[src/source/comp_pkg.sv]
// Compressor shared types
`default_nettype none

package comp_pkg;

    // Sample path
    typedef logic signed [15:0] sample_t;   // Signed PCM, -32768 not supported
    typedef logic [15:0] mag_t;             // Magnitude of a sample, bit 15 stays clear

    // Threshold and gain
    typedef logic [3:0] thresh_t;           // Code k means magnitude k * 2048
    typedef logic [19:0] product_t;         // 16-bit magnitude times 4-bit factor

    // Threshold code sits at this bit of a magnitude word
    localparam int THRESH_LSB = 11;

endpackage : comp_pkg

`default_nettype wire

[src/source/cla_adder.sv]
// Carry-lookahead adder
`default_nettype none

module cla_adder #(
    parameter int WIDTH = 16                    // Operand width
) (
    input wire [WIDTH-1:0] a,                   // First operand
    input wire [WIDTH-1:0] b,                   // Second operand
    input wire cin,                             // Carry into bit 0
    output logic [WIDTH-1:0] sum                // a + b + cin, carry out dropped
);

    localparam int NGROUPS = (WIDTH + 3) / 4;   // Number of 4-bit lookahead groups
    localparam int PWIDTH = NGROUPS * 4;        // Width padded to whole groups

    logic [PWIDTH-1:0] a_ext;                   // Zero padded operands
    logic [PWIDTH-1:0] b_ext;
    logic [PWIDTH-1:0] g;                       // Bit generate
    logic [PWIDTH-1:0] p;                       // Bit propagate
    logic [PWIDTH-1:0] c;                       // Carry into each bit
    logic [PWIDTH-1:0] sum_ext;
    logic [NGROUPS-1:0] grp_g;                  // Group generate
    logic [NGROUPS-1:0] grp_p;                  // Group propagate
    logic [NGROUPS-1:0] grp_c;                  // Carry into each group

    assign a_ext = PWIDTH'(a);
    assign b_ext = PWIDTH'(b);
    assign g = a_ext & b_ext;
    assign p = a_ext ^ b_ext;

    // Lookahead across groups, flat sum of products for every group carry
    always_comb begin
        logic carry;
        logic term;
        grp_c[0] = cin;
        for (int j = 1; j < NGROUPS; j++) begin
            carry = cin;
            for (int m = 0; m < j; m++) carry = carry & grp_p[m];    // cin through all groups
            for (int k = 0; k < j; k++) begin
                term = grp_g[k];                                      // Generated in group k
                for (int m = k + 1; m < j; m++) term = term & grp_p[m];
                carry = carry | term;
            end
            grp_c[j] = carry;
        end
    end

    // Lookahead inside each 4-bit group
    for (genvar gi = 0; gi < NGROUPS; gi++) begin : g_grp
        localparam int BASE = gi * 4;           // Lowest bit of this group
        assign c[BASE] = grp_c[gi];
        assign c[BASE+1] = g[BASE] | (p[BASE] & grp_c[gi]);
        assign c[BASE+2] = g[BASE+1] | (p[BASE+1] & g[BASE])
                         | (p[BASE+1] & p[BASE] & grp_c[gi]);
        assign c[BASE+3] = g[BASE+2] | (p[BASE+2] & g[BASE+1])
                         | (p[BASE+2] & p[BASE+1] & g[BASE])
                         | (p[BASE+2] & p[BASE+1] & p[BASE] & grp_c[gi]);
        assign grp_g[gi] = g[BASE+3] | (p[BASE+3] & g[BASE+2])
                         | (p[BASE+3] & p[BASE+2] & g[BASE+1])
                         | (p[BASE+3] & p[BASE+2] & p[BASE+1] & g[BASE]);
        assign grp_p[gi] = &p[BASE+3:BASE];     // Whole group passes carry
    end

    assign sum_ext = p ^ c;
    assign sum = sum_ext[WIDTH-1:0];            // Drop the padding

endmodule : cla_adder

`default_nettype wire

[src/source/gain_multiplier.sv]
// Unsigned 16x4 gain multiplier
`default_nettype none

module gain_multiplier (
    input wire comp_pkg::mag_t mag,             // Magnitude of the oldest sample
    input wire [3:0] factor,                    // Excess bits above the threshold
    output comp_pkg::product_t product          // mag * factor, never overflows 20 bits
);

    comp_pkg::product_t pp [4];                 // Shifted partial products
    comp_pkg::product_t sum01;                  // pp0 + pp1
    comp_pkg::product_t sum012;                 // pp0 + pp1 + pp2

    // One partial product per factor bit, gated by that bit
    for (genvar i = 0; i < 4; i++) begin : g_pp
        assign pp[i] = factor[i] ? (comp_pkg::product_t'(mag) << i) : '0;
    end

    cla_adder #(.WIDTH(20)) u_add01 (
        .a   (pp[0]),
        .b   (pp[1]),
        .cin (1'b0),
        .sum (sum01)
    );

    cla_adder #(.WIDTH(20)) u_add012 (
        .a   (sum01),
        .b   (pp[2]),
        .cin (1'b0),
        .sum (sum012)
    );

    // Last stage gives the full product
    cla_adder #(.WIDTH(20)) u_add0123 (
        .a   (sum012),
        .b   (pp[3]),
        .cin (1'b0),
        .sum (product)
    );

endmodule : gain_multiplier

`default_nettype wire

[src/source/window_peak.sv]
// Sample window and peak detector
`default_nettype none

module window_peak #(
    parameter int WINDOW_DEPTH = 4                  // Taps in the window, at least 2
) (
    input wire clk,
    input wire arst_n,
    input wire comp_pkg::sample_t sample,           // New sample, one per clock
    output comp_pkg::sample_t oldest,               // Last tap, raw
    output comp_pkg::mag_t oldest_mag,              // Magnitude of the last tap
    output comp_pkg::mag_t peak                     // Largest magnitude in the window
);

    localparam int NODES = 2 * WINDOW_DEPTH - 1;    // Leaves plus comparison nodes

    comp_pkg::sample_t taps [WINDOW_DEPTH];         // taps[0] is the newest
    comp_pkg::sample_t neg [WINDOW_DEPTH];          // Negated taps
    comp_pkg::mag_t node [NODES];                   // Comparison tree, node 0 is the root
    comp_pkg::mag_t diff [WINDOW_DEPTH-1];          // Left child minus right child

    // Shift chain, a new sample enters every clock
    always_ff @(posedge clk or negedge arst_n) begin
        if (!arst_n) begin
            for (int i = 0; i < WINDOW_DEPTH; i++) taps[i] <= '0;
        end else begin
            taps[0] <= sample;
            for (int i = 1; i < WINDOW_DEPTH; i++) taps[i] <= taps[i-1];
        end
    end

    // Magnitude of each tap fills the leaves
    for (genvar i = 0; i < WINDOW_DEPTH; i++) begin : g_mag
        cla_adder #(.WIDTH(16)) u_neg (
            .a   (~taps[i]),                        // Two's complement negate
            .b   (16'h0000),
            .cin (1'b1),
            .sum (neg[i])
        );
        assign node[WINDOW_DEPTH-1+i] = taps[i][15] ? neg[i] : taps[i];
    end

    // Pairwise reduction, children of node i are 2i+1 and 2i+2
    for (genvar i = 0; i < WINDOW_DEPTH - 1; i++) begin : g_cmp
        cla_adder #(.WIDTH(16)) u_sub (
            .a   (node[2*i+1]),
            .b   (~node[2*i+2]),
            .cin (1'b1),
            .sum (diff[i])
        );
        // Both inputs below 2**15, so the sign bit is the compare result
        assign node[i] = diff[i][15] ? node[2*i+2] : node[2*i+1];
    end

    assign oldest = taps[WINDOW_DEPTH-1];
    assign oldest_mag = node[NODES-1];              // Leaf of the last tap
    assign peak = node[0];

endmodule : window_peak

`default_nettype wire

[src/source/amp_comp.sv]
// Per-channel amplitude compressor
`default_nettype none

module amp_comp #(
    parameter int WINDOW_DEPTH = 4                  // Window length in samples
) (
    input wire clk,
    input wire arst_n,
    input wire comp_pkg::sample_t inchan,           // Incoming sample
    input wire comp_pkg::thresh_t thresh,           // Shared threshold code
    output comp_pkg::sample_t outchan               // Oldest sample, compressed
);

    comp_pkg::sample_t oldest;                      // Sample leaving the window
    comp_pkg::mag_t oldest_mag;
    comp_pkg::mag_t peak;                           // Window maximum
    comp_pkg::mag_t thresh_word;                    // Threshold as a magnitude
    comp_pkg::mag_t excess;                         // peak - threshold, signed result
    logic [3:0] excess_bits;                        // Gain factor
    comp_pkg::product_t product;
    comp_pkg::mag_t modifier;                       // Amount pulled toward zero
    comp_pkg::sample_t out_pos;                     // oldest - modifier
    comp_pkg::sample_t out_neg;                     // oldest + modifier

    window_peak #(.WINDOW_DEPTH(WINDOW_DEPTH)) u_window (
        .clk        (clk),
        .arst_n     (arst_n),
        .sample     (inchan),
        .oldest     (oldest),
        .oldest_mag (oldest_mag),
        .peak       (peak)
    );

    assign thresh_word = comp_pkg::mag_t'(thresh) << comp_pkg::THRESH_LSB;

    cla_adder #(.WIDTH(16)) u_excess (
        .a   (peak),
        .b   (~thresh_word),                        // Subtract via invert plus carry
        .cin (1'b1),
        .sum (excess)
    );

    assign excess_bits = excess[comp_pkg::THRESH_LSB+3:comp_pkg::THRESH_LSB];

    gain_multiplier u_gain (
        .mag     (oldest_mag),
        .factor  (excess_bits),
        .product (product)
    );

    // Scale back down by the position of the peak's top bit
    always_comb begin
        if (excess[15]) begin
            modifier = '0;                          // Peak under threshold
        end else if (peak[14]) begin
            modifier = comp_pkg::mag_t'(product >> 15);
        end else if (peak[13]) begin
            modifier = comp_pkg::mag_t'(product >> 14);
        end else if (peak[12]) begin
            modifier = comp_pkg::mag_t'(product >> 13);
        end else if (peak[11]) begin
            modifier = comp_pkg::mag_t'(product >> 12);
        end else begin
            modifier = '0;                          // Quiet window
        end
    end

    cla_adder #(.WIDTH(16)) u_pull_pos (
        .a   (oldest),
        .b   (~modifier),
        .cin (1'b1),
        .sum (out_pos)
    );

    cla_adder #(.WIDTH(16)) u_pull_neg (
        .a   (oldest),
        .b   (modifier),
        .cin (1'b0),
        .sum (out_neg)
    );

    assign outchan = oldest[15] ? out_neg : out_pos;   // Always toward zero

endmodule : amp_comp

`default_nettype wire

[src/source/stereo_compressor.sv]
// Stereo amplitude compressor
`default_nettype none

module stereo_compressor #(
    parameter int WINDOW_DEPTH = 4                  // Window length for both channels
) (
    input wire clk,
    input wire arst_n,
    input wire comp_pkg::sample_t left_in,          // Left PCM in
    input wire comp_pkg::sample_t right_in,         // Right PCM in
    input wire comp_pkg::thresh_t thresh,           // Shared by both channels
    output comp_pkg::sample_t left_out,             // Left, four samples later
    output comp_pkg::sample_t right_out             // Right, four samples later
);

    // Left channel
    amp_comp #(
        .WINDOW_DEPTH (WINDOW_DEPTH)
    ) left_comp (
        .clk     (clk),
        .arst_n  (arst_n),
        .inchan  (left_in),
        .thresh  (thresh),
        .outchan (left_out)
    );

    // Right channel, only the threshold is shared with the left
    amp_comp #(
        .WINDOW_DEPTH (WINDOW_DEPTH)
    ) right_comp (
        .clk     (clk),
        .arst_n  (arst_n),
        .inchan  (right_in),
        .thresh  (thresh),
        .outchan (right_out)
    );

endmodule : stereo_compressor

`default_nettype wire

[config.mk]
export PLATFORM = sky130hd
export DESIGN_NAME = stereo_compressor
export DESIGN_NICKNAME = d
export VERILOG_FILES = /design/src/source/comp_pkg.sv /design/src/source/cla_adder.sv /design/src/source/gain_multiplier.sv /design/src/source/window_peak.sv /design/src/source/amp_comp.sv /design/src/source/stereo_compressor.sv
export SDC_FILE = /design/constraint.sdc
export NUM_CORES = 1
export LEC_CHECK = 0
export BUFFER_PORTS_ARGS = -buffer_cell sky130_fd_sc_hd__buf_4
export CORE_MARGIN = 2
export CORE_UTILIZATION = 59
export CTS_CLUSTER_SIZE = 10
export DETAILED_ROUTE_END_ITERATION = 6
export GPL_TIMING_DRIVEN = 0
export PLACE_DENSITY = 0.77
export SYNTH_ARGS = -nofsm -noshare
export SYNTH_HDL_FRONTEND = slang
export SYNTH_SLANG_ARGS = --single-unit
[constraint.sdc]
create_clock -name clk -period 42 [get_ports clk]
set_input_delay 6.3 -clock clk [delete_from_list [all_inputs] [get_ports clk]]
set_output_delay 6.3 -clock clk [all_outputs]
set_load 0.01 [all_outputs]
# Yosys cells after proc, flatten, opt, wreduce, memory -nomap -nowiden
# Index checks and enable logic that the tools add are counted.
# totals
ff_bits	128
output_inout_bits	32
# op_classes
n_bitwise	2013
muxes	34
n_reduce_logical	76
# op_table
op	n
$and A1 B1 Y1	1200
$or A1 B1 Y1	722
$xor A16 B16 Y16	32
$mux W16	26
$reduce_and A4 Y1	76
$not A16 Y16	16
$and A15 B15 Y15	12
$xor A20 B20 Y20	4
$and A19 B19 Y19	4
$xor A17 B20 Y20	2
$xor A20 B18 Y20	2
$xor A20 B19 Y20	2
$mux W19	2
$mux W18	2
$and A16 B17 Y17	2
$mux W17	2
$xor A16 B17 Y17	2
$mux W8	2
$not A15 Y16	1
$and A1 B1 Y1 const A	4
$and A1 B1 Y1 const AB	4
$or A1 B1 Y1 const A	4

# Depth between registers and ports, before layout
# Gate-level depths: netlist of the first run.
# depth
word_depth	113
depth_mapped	86
mapped_depth_nobuf	80

# Cells and area by module
# Synthesis of the first run repeated with hierarchy kept, for this count alone.
# hier_totals
cells_unflattened	3432
hier_area_um2	29036.6
# by_module_without_submodules
module	n_inst	seq_area_each_um2	cells_each	area_per_inst_um2
cla_adder (left_comp.u_pull_neg ...)	17	0.0	85	690.7
window_peak	2	1601.5	395	3865.0
cla_adder (right_comp.u_gain.u_add01 ...)	3	0.0	109	853.3
cla_adder (left_comp.u_gain.u_add012 ...)	2	0.0	114	923.4
cla_adder (left_comp.u_window.g_cmp[2].u_sub ...)	2	0.0	84	729.4
cla_adder (left_comp.u_gain.u_add01)	1	0.0	122	979.7
gain_multiplier	2	0.0	69	471.7
cla_adder (left_comp.u_excess)	1	0.0	84	730.7
amp_comp (left_comp)	1	0.0	65	524.3
amp_comp (right_comp)	1	0.0	65	521.8

# Worst setup path after synthesis of the first run
# No wires, ideal clock.
# synth_timing
path_kind	reg-to-output
from	register left_comp.u_window.taps, in the netlist left_comp.u_window.oldest[0]
to	output left_out[12]
required_ps	35700
stages_incl_launch_ff	72
slack_ps	19694
arrival_ps	16006
path_cell_list	dfrtp_1 inv_1 ha_1 or3b_4 nor4_2 ha_1 mux2i_1 ha_1 and4_1 and2_2 a21o_2 a221oi_2 a21oi_4 xnor2_2 xnor2_4 clkbuf_1 mux2i_1 ha_1 [36 not listed] o41ai_1 nor2b_1 or2_2 fa_1 a221oi_1 ha_1 o21ai_0 nand2b_1 a21o_1 a21oi_1 o21bai_1 a21o_1 a21o_1 a21oi_1 and2_1 nor2b_1 ha_1 o21ai_0
# synth_via
elab_chain_len	90
word_cells_on_any_way	569
cone_classes	mux (13); bitwise (532); reduce/logical (24)
# synth_lines
item	line_no	rtl
start, declared	window_peak.sv:17	comp_pkg::sample_t taps [WINDOW_DEPTH];
$not A16 Y16	window_peak.sv:35	.a (~taps[i]),
$and A1 B1 Y1, on equally long branches	cla_adder.sv:57, cla_adder.sv:54	
$xor A16 B16 Y16	cla_adder.sv:64	assign sum_ext = p ^ c;
$mux W16	window_peak.sv:40	assign node[WINDOW_DEPTH-1+i] = taps[i][15] ? neg[i] : taps[i];
$not A16 Y16	window_peak.sv:47	.b (~node[2*i+2]),
$xor A16 B16 Y16 / $and A15 B15 Y15 (equally long branches)	cla_adder.sv:29, cla_adder.sv:28	
$and A1 B1 Y1, on equally long branches	cla_adder.sv:58, cla_adder.sv:59, cla_adder.sv:60	
$or A1 B1 Y1 (tied with other cells)	cla_adder.sv:58	assign grp_g[gi] = g[BASE+3] | (p[BASE+3] & g[BASE+2])
[73 not listed]	n/a	
$or A1 B1 Y1 (tied with other cells)	cla_adder.sv:59	| (p[BASE+3] & p[BASE+2] & g[BASE+1])
$or A1 B1 Y1 (tied with other cells)	cla_adder.sv:60	| (p[BASE+3] & p[BASE+2] & p[BASE+1] & g[BASE]);
$and A1 B1 Y1 (tied with other cells)	cla_adder.sv:41	for (int m = k + 1; m < j; m++) term = term & grp_p[m];
$and A1 B1 Y1 / $or A1 B1 Y1 (equally long branches)	cla_adder.sv:41, cla_adder.sv:60	
$or A1 B1 Y1 / $and A1 B1 Y1 (equally long branches)	cla_adder.sv:42, cla_adder.sv:41	
$or A1 B1 Y1 (2 in a row)	cla_adder.sv:42	carry = carry | term;
$xor A16 B16 Y16	cla_adder.sv:64	
$mux W16 *	amp_comp.sv:82	assign outchan = oldest[15] ? out_neg : out_pos;
end, declared	stereo_compressor.sv:12	output comp_pkg::sample_t left_out,
# Every way passes the cells marked *; elsewhere a longest branch is shown, timed or not.

# Final worst setup path of the first run
# layout_timing
from	register right_comp.u_window.taps, in the netlist right_comp.u_window.oldest[0]
to	output right_out[13]
# layout_via
elab_chain_len	92
word_cells_on_any_way	573
cone_classes	mux (13); bitwise (536); reduce/logical (24)
# layout_lines
item	line_no	rtl
start, declared	window_peak.sv:17	
$not A16 Y16	window_peak.sv:35	
$and A1 B1 Y1, on equally long branches	cla_adder.sv:57, cla_adder.sv:54	
$xor A16 B16 Y16	cla_adder.sv:64	
$mux W16	window_peak.sv:40	
$not A16 Y16	window_peak.sv:47	
$xor A16 B16 Y16 / $and A15 B15 Y15 (equally long branches)	cla_adder.sv:29, cla_adder.sv:28	
$and A1 B1 Y1, on equally long branches	cla_adder.sv:58, cla_adder.sv:59, cla_adder.sv:60	
$or A1 B1 Y1 (tied with other cells)	cla_adder.sv:58	
[75 not listed]	n/a	
$and A1 B1 Y1 (tied with other cells)	cla_adder.sv:41	
$and A1 B1 Y1 / $or A1 B1 Y1 (equally long branches)	cla_adder.sv:41, cla_adder.sv:60	
$or A1 B1 Y1 / $and A1 B1 Y1 (equally long branches)	cla_adder.sv:42, cla_adder.sv:41	
$or A1 B1 Y1 (2 in a row)	cla_adder.sv:42	
$and A1 B1 Y1	cla_adder.sv:52	assign c[BASE+1] = g[BASE] | (p[BASE] & grp_c[gi]);
$or A1 B1 Y1	cla_adder.sv:52	
$xor A16 B16 Y16	cla_adder.sv:64	
$mux W16 *	amp_comp.sv:82	
end, declared	stereo_compressor.sv:13	output comp_pkg::sample_t right_out
# Marked as above.

==> results.py, run 1 <==
metrics = {
    "worst_setup_path": {
        "start_kind": "flip-flop",
        "end_kind": "primary output",
        "crit_slowest_cell": "xnor2_1",
        "crit_path_frequent_cell": "ha_1",
        "crit_buf_inv": 10,
        "crit_fanout": 10,
        "critPathLaunch": "right_comp.u_window.oldest[0]",
        "critPathTopFamily": "compound AO/OA/AOI/OAI gates",
        "slowest_delay_ns": 0.54,
        "cp.required_ns": 35.70,
        "path_class": "reg2out",
        "worstReg2RegStart": "left_comp.u_window.taps[22]",
        "arrival_ns": 20.31,
    },
    "global_route": {
        "globalRoute.totalOverflow": 0,
        "grt_busiest_layer": "met2",
        "use_met2_pct": 45.5,
        "grt_util_met3_pct": 3.05,
        "grt_start_max_net_pins": 66,
        "grt_pass1_vias": 12600,
        "grt_util_met1_pct": 37.1,
        "grt_pass1_wl_um": 59700,
        "grt_antenna_before_repair": 0,
        "grt_use_total_pct": 27.2,
    },
    "yosys": {
        "synth_ff_type": "dfrtp_1",
        "ys_ff_latch": 128,
        "netlist_instances": 1785,
        "ys.warnings.count": 0,
        "synth_top_area_share_pct": 20.9,
        "yosysSeqAreaShare_pct": 20.9,
        "synth.most_common_cell": "ha_1",
        "syn_avg_cell_area_um2": 8.59,
        "synth-edff-count": 0,
        "synth_fp_nets": 2107,
        "syn_area_um2": 15300,
        "ys_top_cells_by_area": "dfrtp_1 (21%), ha_1 (21%), xnor2_1 (5.6%), nor2_1 (5.3%), fa_1 (3.9%)",
        "synth_top_area_cell": "dfrtp_1",
        "ys_types": 98,
        "synth_common_cells": "ha_1 (254), nor2_1 (215), inv_1 (149)",
        "synthArstFlopShare_pct": 100,
    },
    "final_layout": {
        "antenna_cells": 0,
        "regArea_um2": 3200,
        "drive_gt1_share_pct": 10.1,
        "finalNetCount": 2196,
        "multi_input_area_um2": 11400,
        "areaGrowthSynthToFinish_pct": 10.1,
        "fillers": 2158,
        "fin_area_um2": 16900,
    },
    "timing": {
        "fin_ws_ns": 15.39,
        "clock_skew_ns": 0.00655,
        "worst_pin_slew_ns": 0.994,
        "setup_viol": 0,
        "fmax_mhz": 37.6,
        "hold-worst-slack_ns": 0.361,
        "hold_viol_final": 0,
        "final-max-slew-violation-count": 0,
        "setup_tns_ns": 0,
        "finalCritPeriodShare_pct": 63.4,
        "slew_headroom_pct": 31.8,
        "rsz0062_at_grt": "false",
        "period_minus_slack_ns": 26.61,
    },
    "routing": {
        "first_iter_violations": 787,
        "routed_wl_um": 36100,
        "drtPass1Iterations": 5,
        "vias": 13000,
        "wire_per_inst_um": 16.2,
        "drc": 0,
        "drtAntennaViolNets": 0,
        "routed_via_density": 5.83,
    },
    "worst_hold_path": {
        "hp-start": "left_comp.u_window.taps[63]",
        "hp-class": "reg2reg",
    },
    "clock_network": {
        "cts_buffers": 17,
        "cts_tree": "yes",
        "ctsLongestPathBuffers": 2,
        "cts.clk_slew.worst_paths_ns": 0.06,
        "ctsHoldBuffers": 0,
        "cts-htree-levels": 4,
        "cts.sinks": 128,
        "cts-resized-gates": 0,
        "clkLatencyLatePin_ns": 0.42,
        "root_buffer": "clkbuf_16",
        "cts_setup_buffers": 0,
    },
    "floorplan": {
        "die_w_um": 165,
        "die_y_um": 165,
        "top_level_ports": 70,
        "core_um2": 25800,
        "row_count": 59,
        "start_util_pct": 59.5,
        "die_area_um2": 27300,
    },
    "placement": {
        "globalplace.congestion": 0.959,
        "io_buffers": 69,
        "hpwlAfterDp_um": 29400,
        "dpl_worst_slack_ns": 16.16,
        "placed_cell_area_um2": 16300,
    },
    "status": {
        "run_status": "finished clean",
    },
    "run": {
        "max_cap_viol_count": 0,
    },
}
-- logic make-up (layout without fill, tap and decap cells) --
| group | Yosys count | after routing | synth area share (%) |
|---|---|---|---|
| AO/OA/AOI/OAI | 374 | 374 | 16.3 |
| XOR/XNOR | 165 | 165 | 9.86 |
| adder cells (fa/ha/maj) | 287 | 287 | 24.8 |
| buffers and inverters | 193 | 295 | 4.85 |
| flip-flops | 128 | 128 | 20.9 |
| multiplexers | 64 | 64 | 4.38 |
| AND/OR/NAND/NOR | 574 | 574 | 18.8 |
-- registers in the layout, indices dropped and copies added, names as in the netlist --
register                    count
right_comp.u_window.taps       48
left_comp.u_window.taps        48
right_comp.u_window.oldest     16
left_comp.u_window.oldest      16
-- path summary, 6_finish.rpt --
kind	slack [ns]	cells after the start	endpoint
min	0.36	0	left_comp.u_window.taps[47]
max	15.39	80	right_out[13]
max in group asynchronous	35.44	2	left_comp.u_window.oldest[12]
max reg2reg	41.39	0	left_comp.u_window.oldest[6]
min reg2reg	0.36	0	left_comp.u_window.taps[47]
min in group asynchronous	5.85	1	right_comp.u_window.oldest[1]
-- metal layers --
metal / part of all wire, % / wire [µm]
met1: 47 / 16800
met2: 46 / 16700
met3: 4.7 / 1710
met4: 2.2 / 803
met5: 0 / 0
-- final cells by class --
cell class / count / area share (%)
Buffer: 43 / 1.07
Clock buffer: 19 / 2.68
Clock inverter: 13 / 0.734
Inverter: 150 / 3.34
Multi-Input combinational cell: 1464 / 67.5
Sequential cell: 128 / 19.0
Tap cell: 335 / 2.48
Timing Repair Buffer: 70 / 3.25
-- cell usage in the layout (no fill, tap or decap), types with 30 or more instances in the layout --
cell type	instances
nor2b_1	34
ha_1	254
nand2b_1	36
fa_1	30
xor2_1	61
a21oi_1	78
buf_4	69
inv_1	149
nand2_1	104
o21ai_0	95
nor2_1	215
xnor2_1	98
dfrtp_1	128
nand3_1	31
mux2i_1	49
clkbuf_1	32
a21o_1	34
nor3_1	37
-- per-stage QoR --
step           std cells  util [%]
2_1_floorplan       1785         -
3_3_place_gp        2189      63.2
3_5_place_dp        2190      63.3
4_1_cts             2222      65.5
5_1_grt             2222      65.5
6_report            2222      65.5
Power of run 1 is left out: the tool's default activity adds up to more than one toggle a clock period on the data nets, which glitch-free logic cannot reach.
==> inputs of run 2 (changes only) <==
ABC_AREA = 1   (was unset)
CORE_UTILIZATION = 58   (was 59)
PLACE_DENSITY = 0.79   (was 0.77)
clock period = 21.7 ns   (was 42 ns; I/O delays follow)
==> run 2 against run 1 <==
Net effect:
- non-clock buffer count shrank 5
- sequential share of layout area shrank 0.40 points
- sequential cell count is the same
- register-to-register slack lost 20 ns
==> results.py, run 2 <==
metrics = {
    "clock_network": {
        "root_buffer": "clkbuf_16",
        "ctsHoldBuffers": 0,
        "clkLatencyLatePin_ns": 0.42,
        "cts-htree-levels": 4,
        "ctsLongestPathBuffers": 2,
        "cts.clk_slew.worst_paths_ns": 0.06,
        "cts_buffers": 17,
        "cts.sinks": 128,
        "cts_tree": "yes",
    },
    "yosys": {
        "synthArstFlopShare_pct": 100,
        "ys.warnings.count": 0,
        "ys_ff_latch": 128,
        "netlist_instances": 2184,
        "syn_avg_cell_area_um2": 7.16,
        "syn_area_um2": 15600,
        "synth-edff-count": 0,
        "synth_common_cells": "nand2_1 (464), inv_1 (335), ha_1 (254)",
        "yosysSeqAreaShare_pct": 20.5,
        "synth_fp_nets": 2506,
        "synth_top_area_share_pct": 20.5,
        "ys_types": 59,
        "ys_top_cells_by_area": "dfrtp_1 (20%), ha_1 (20%), nand2_1 (11%), inv_1 (8.0%), nor2_1 (5.4%)",
        "synth_ff_type": "dfrtp_1",
        "synth_top_area_cell": "dfrtp_1",
        "synth.most_common_cell": "nand2_1",
    },
    "final_layout": {
        "top_regs": "left_comp.u_window.taps: 48 flops, right_comp.u_window.taps: 48 flops",
        "instances_no_fill": 2624,
        "drive_gt1_share_pct": 9.20,
        "fillers": 2303,
        "final_cell_mix": "nand2_1 (464), inv_1 (335), ha_1 (254)",
        "finalNetCount": 2594,
        "areaGrowthSynthToFinish_pct": 10.2,
        "final_common_cell": "nand2_1",
        "antenna_cells": 0,
    },
    "floorplan": {
        "core_um2": 26700,
        "row_count": 60,
        "top_level_ports": 70,
        "die_y_um": 168,
        "die_w_um": 168,
        "start_util_pct": 58.5,
        "die_area_um2": 28300,
    },
    "routing": {
        "routed_wl_um": 38700,
        "routed_via_density": 5.49,
        "vias": 14400,
        "drtAntennaViolNets": 0,
        "wire_per_inst_um": 14.8,
        "drtPass1Iterations": 5,
        "drc": 0,
        "first_iter_violations": 1031,
    },
    "worst_setup_path": {
        "crit_slowest_cell": "o21ai_0",
        "end_kind": "primary output",
        "arrival_ns": 16.96,
        "crit_path_frequent_cell": "nand2_1",
        "start_kind": "flip-flop",
        "crit_fanout": 10,
        "path_class": "reg2out",
        "cp.required_ns": 18.45,
        "slowest_delay_ns": 0.61,
    },
    "timing": {
        "slew_headroom_pct": 47.2,
        "rsz0062_at_grt": "false",
        "setup_viol": 0,
        "final-max-slew-violation-count": 0,
        "period_minus_slack_ns": 20.21,
        "clock_skew_ns": 0.0134,
        "finalCritPeriodShare_pct": 93.2,
        "worst_pin_slew_ns": 0.783,
        "hold_viol_final": 0,
        "fin_ws_ns": 1.49,
        "fmax_mhz": 49.5,
        "setup_tns_ns": 0,
    },
    "global_route": {
        "globalRoute.totalOverflow": 0,
        "grt_pass1_wl_um": 64100,
        "grt_use_total_pct": 27.4,
        "grt_antenna_before_repair": 0,
        "grt_start_max_net_pins": 72,
        "grt_pass1_vias": 13900,
    },
    "placement": {
        "globalplace.congestion": 0.930,
        "io_buffers": 69,
        "hpwlAfterDp_um": 31800,
        "dpl.cell_count": 2595,
        "dpl_worst_slack_ns": 2.01,
    },
    "run": {
        "max_cap_viol_count": 0,
    },
    "worst_hold_path": {
        "hp-class": "reg2reg",
    },
    "status": {
        "run_status": "finished clean",
    },
}
## run 2: cell families (layout without fill, tap and decap cells)
kind of cell | Yosys count | count (layout) | share of synthesized area, %
AO/OA/AOI/OAI | 286 | 286 | 10.9
XOR/XNOR | 140 | 140 | 7.93
adder cells (fa/ha/maj) | 284 | 284 | 24.1
buffers and inverters | 400 | 499 | 9.75
flip-flops | 128 | 128 | 20.5
multiplexers | 2 | 2 | 0.128
AND/OR/NAND/NOR | 944 | 944 | 26.7
## run 2: layout make-up
cell class | instances | area [µm²] | share of cell area [%]
Clock inverter | 12 | 193 | 1.12
Tap cell | 341 | 427 | 2.47
Inverter | 361 | 1360 | 7.87
Sequential cell | 128 | 3200 | 18.6
Buffer | 38 | 166 | 0.965
Clock buffer | 18 | 429 | 2.49
Timing Repair Buffer | 70 | 549 | 3.19
Multi-Input combinational cell | 1656 | 10900 | 63.3
## run 2: metrics by stage
stage               hold slack, ns  util, %  area [µm²]
global route                 0.378     64.5       17200
finish                       0.362     64.5       17200
floorplan                    0.349        -       15600
global placement             0.358     62.1       16600
detailed placement           0.360     62.2       16600
CTS                          0.370     64.5       17200
## run 2: routing by layer
layer | wire length [µm] | GRT usage, %
met5 | 0 | 0
met4 | 790 | 7.87
met3 | 2230 | 2.70
met2 | 18100 | 46.2
met1 | 17600 | 37.3
## run 2: timing repair
action | 4_1_cts | 5_1_grt
endpoints found under the setup margin | 0 | 4
resized for setup | 0 | 4
hold endpoints to repair | 0 | 0
buffers inserted | 0 | 0
## run 2: worst max-delay path: cells and delay by family (launching register included)
kind                     cells  cell delay (ns)
AND/OR/NAND/NOR             36             4.38
XOR/XNOR                     3             0.59
adder cells (fa/ha/maj)     12             4.34
AO/OA/AOI/OAI               21             4.76
flip-flops                   1             0.37
buffers and inverters       19             2.06
## run 2: worst paths after layout
| kind | from | end | slack, ns | cells after the start |
|---|---|---|---|---|
| worst min-delay path | right_comp.u_window.taps[49] | right_comp.u_window.taps[33] | 0.36 | 0 |
| worst max-delay path | right_comp.u_window.taps[32] | right_out[12] | 1.49 | 91 |
| min in group asynchronous | arst_n | left_comp.u_window.taps[51] | 2.79 | 1 |
| max in group asynchronous | arst_n | left_comp.u_window.oldest[12] | 18.20 | 2 |
| worst min register to register | right_comp.u_window.taps[49] | right_comp.u_window.taps[33] | 0.36 | 0 |
| worst max register to register | left_comp.u_window.taps[47] | left_comp.u_window.taps[31] | 21.03 | 0 |
Power of run 2 is left out for the same reason.
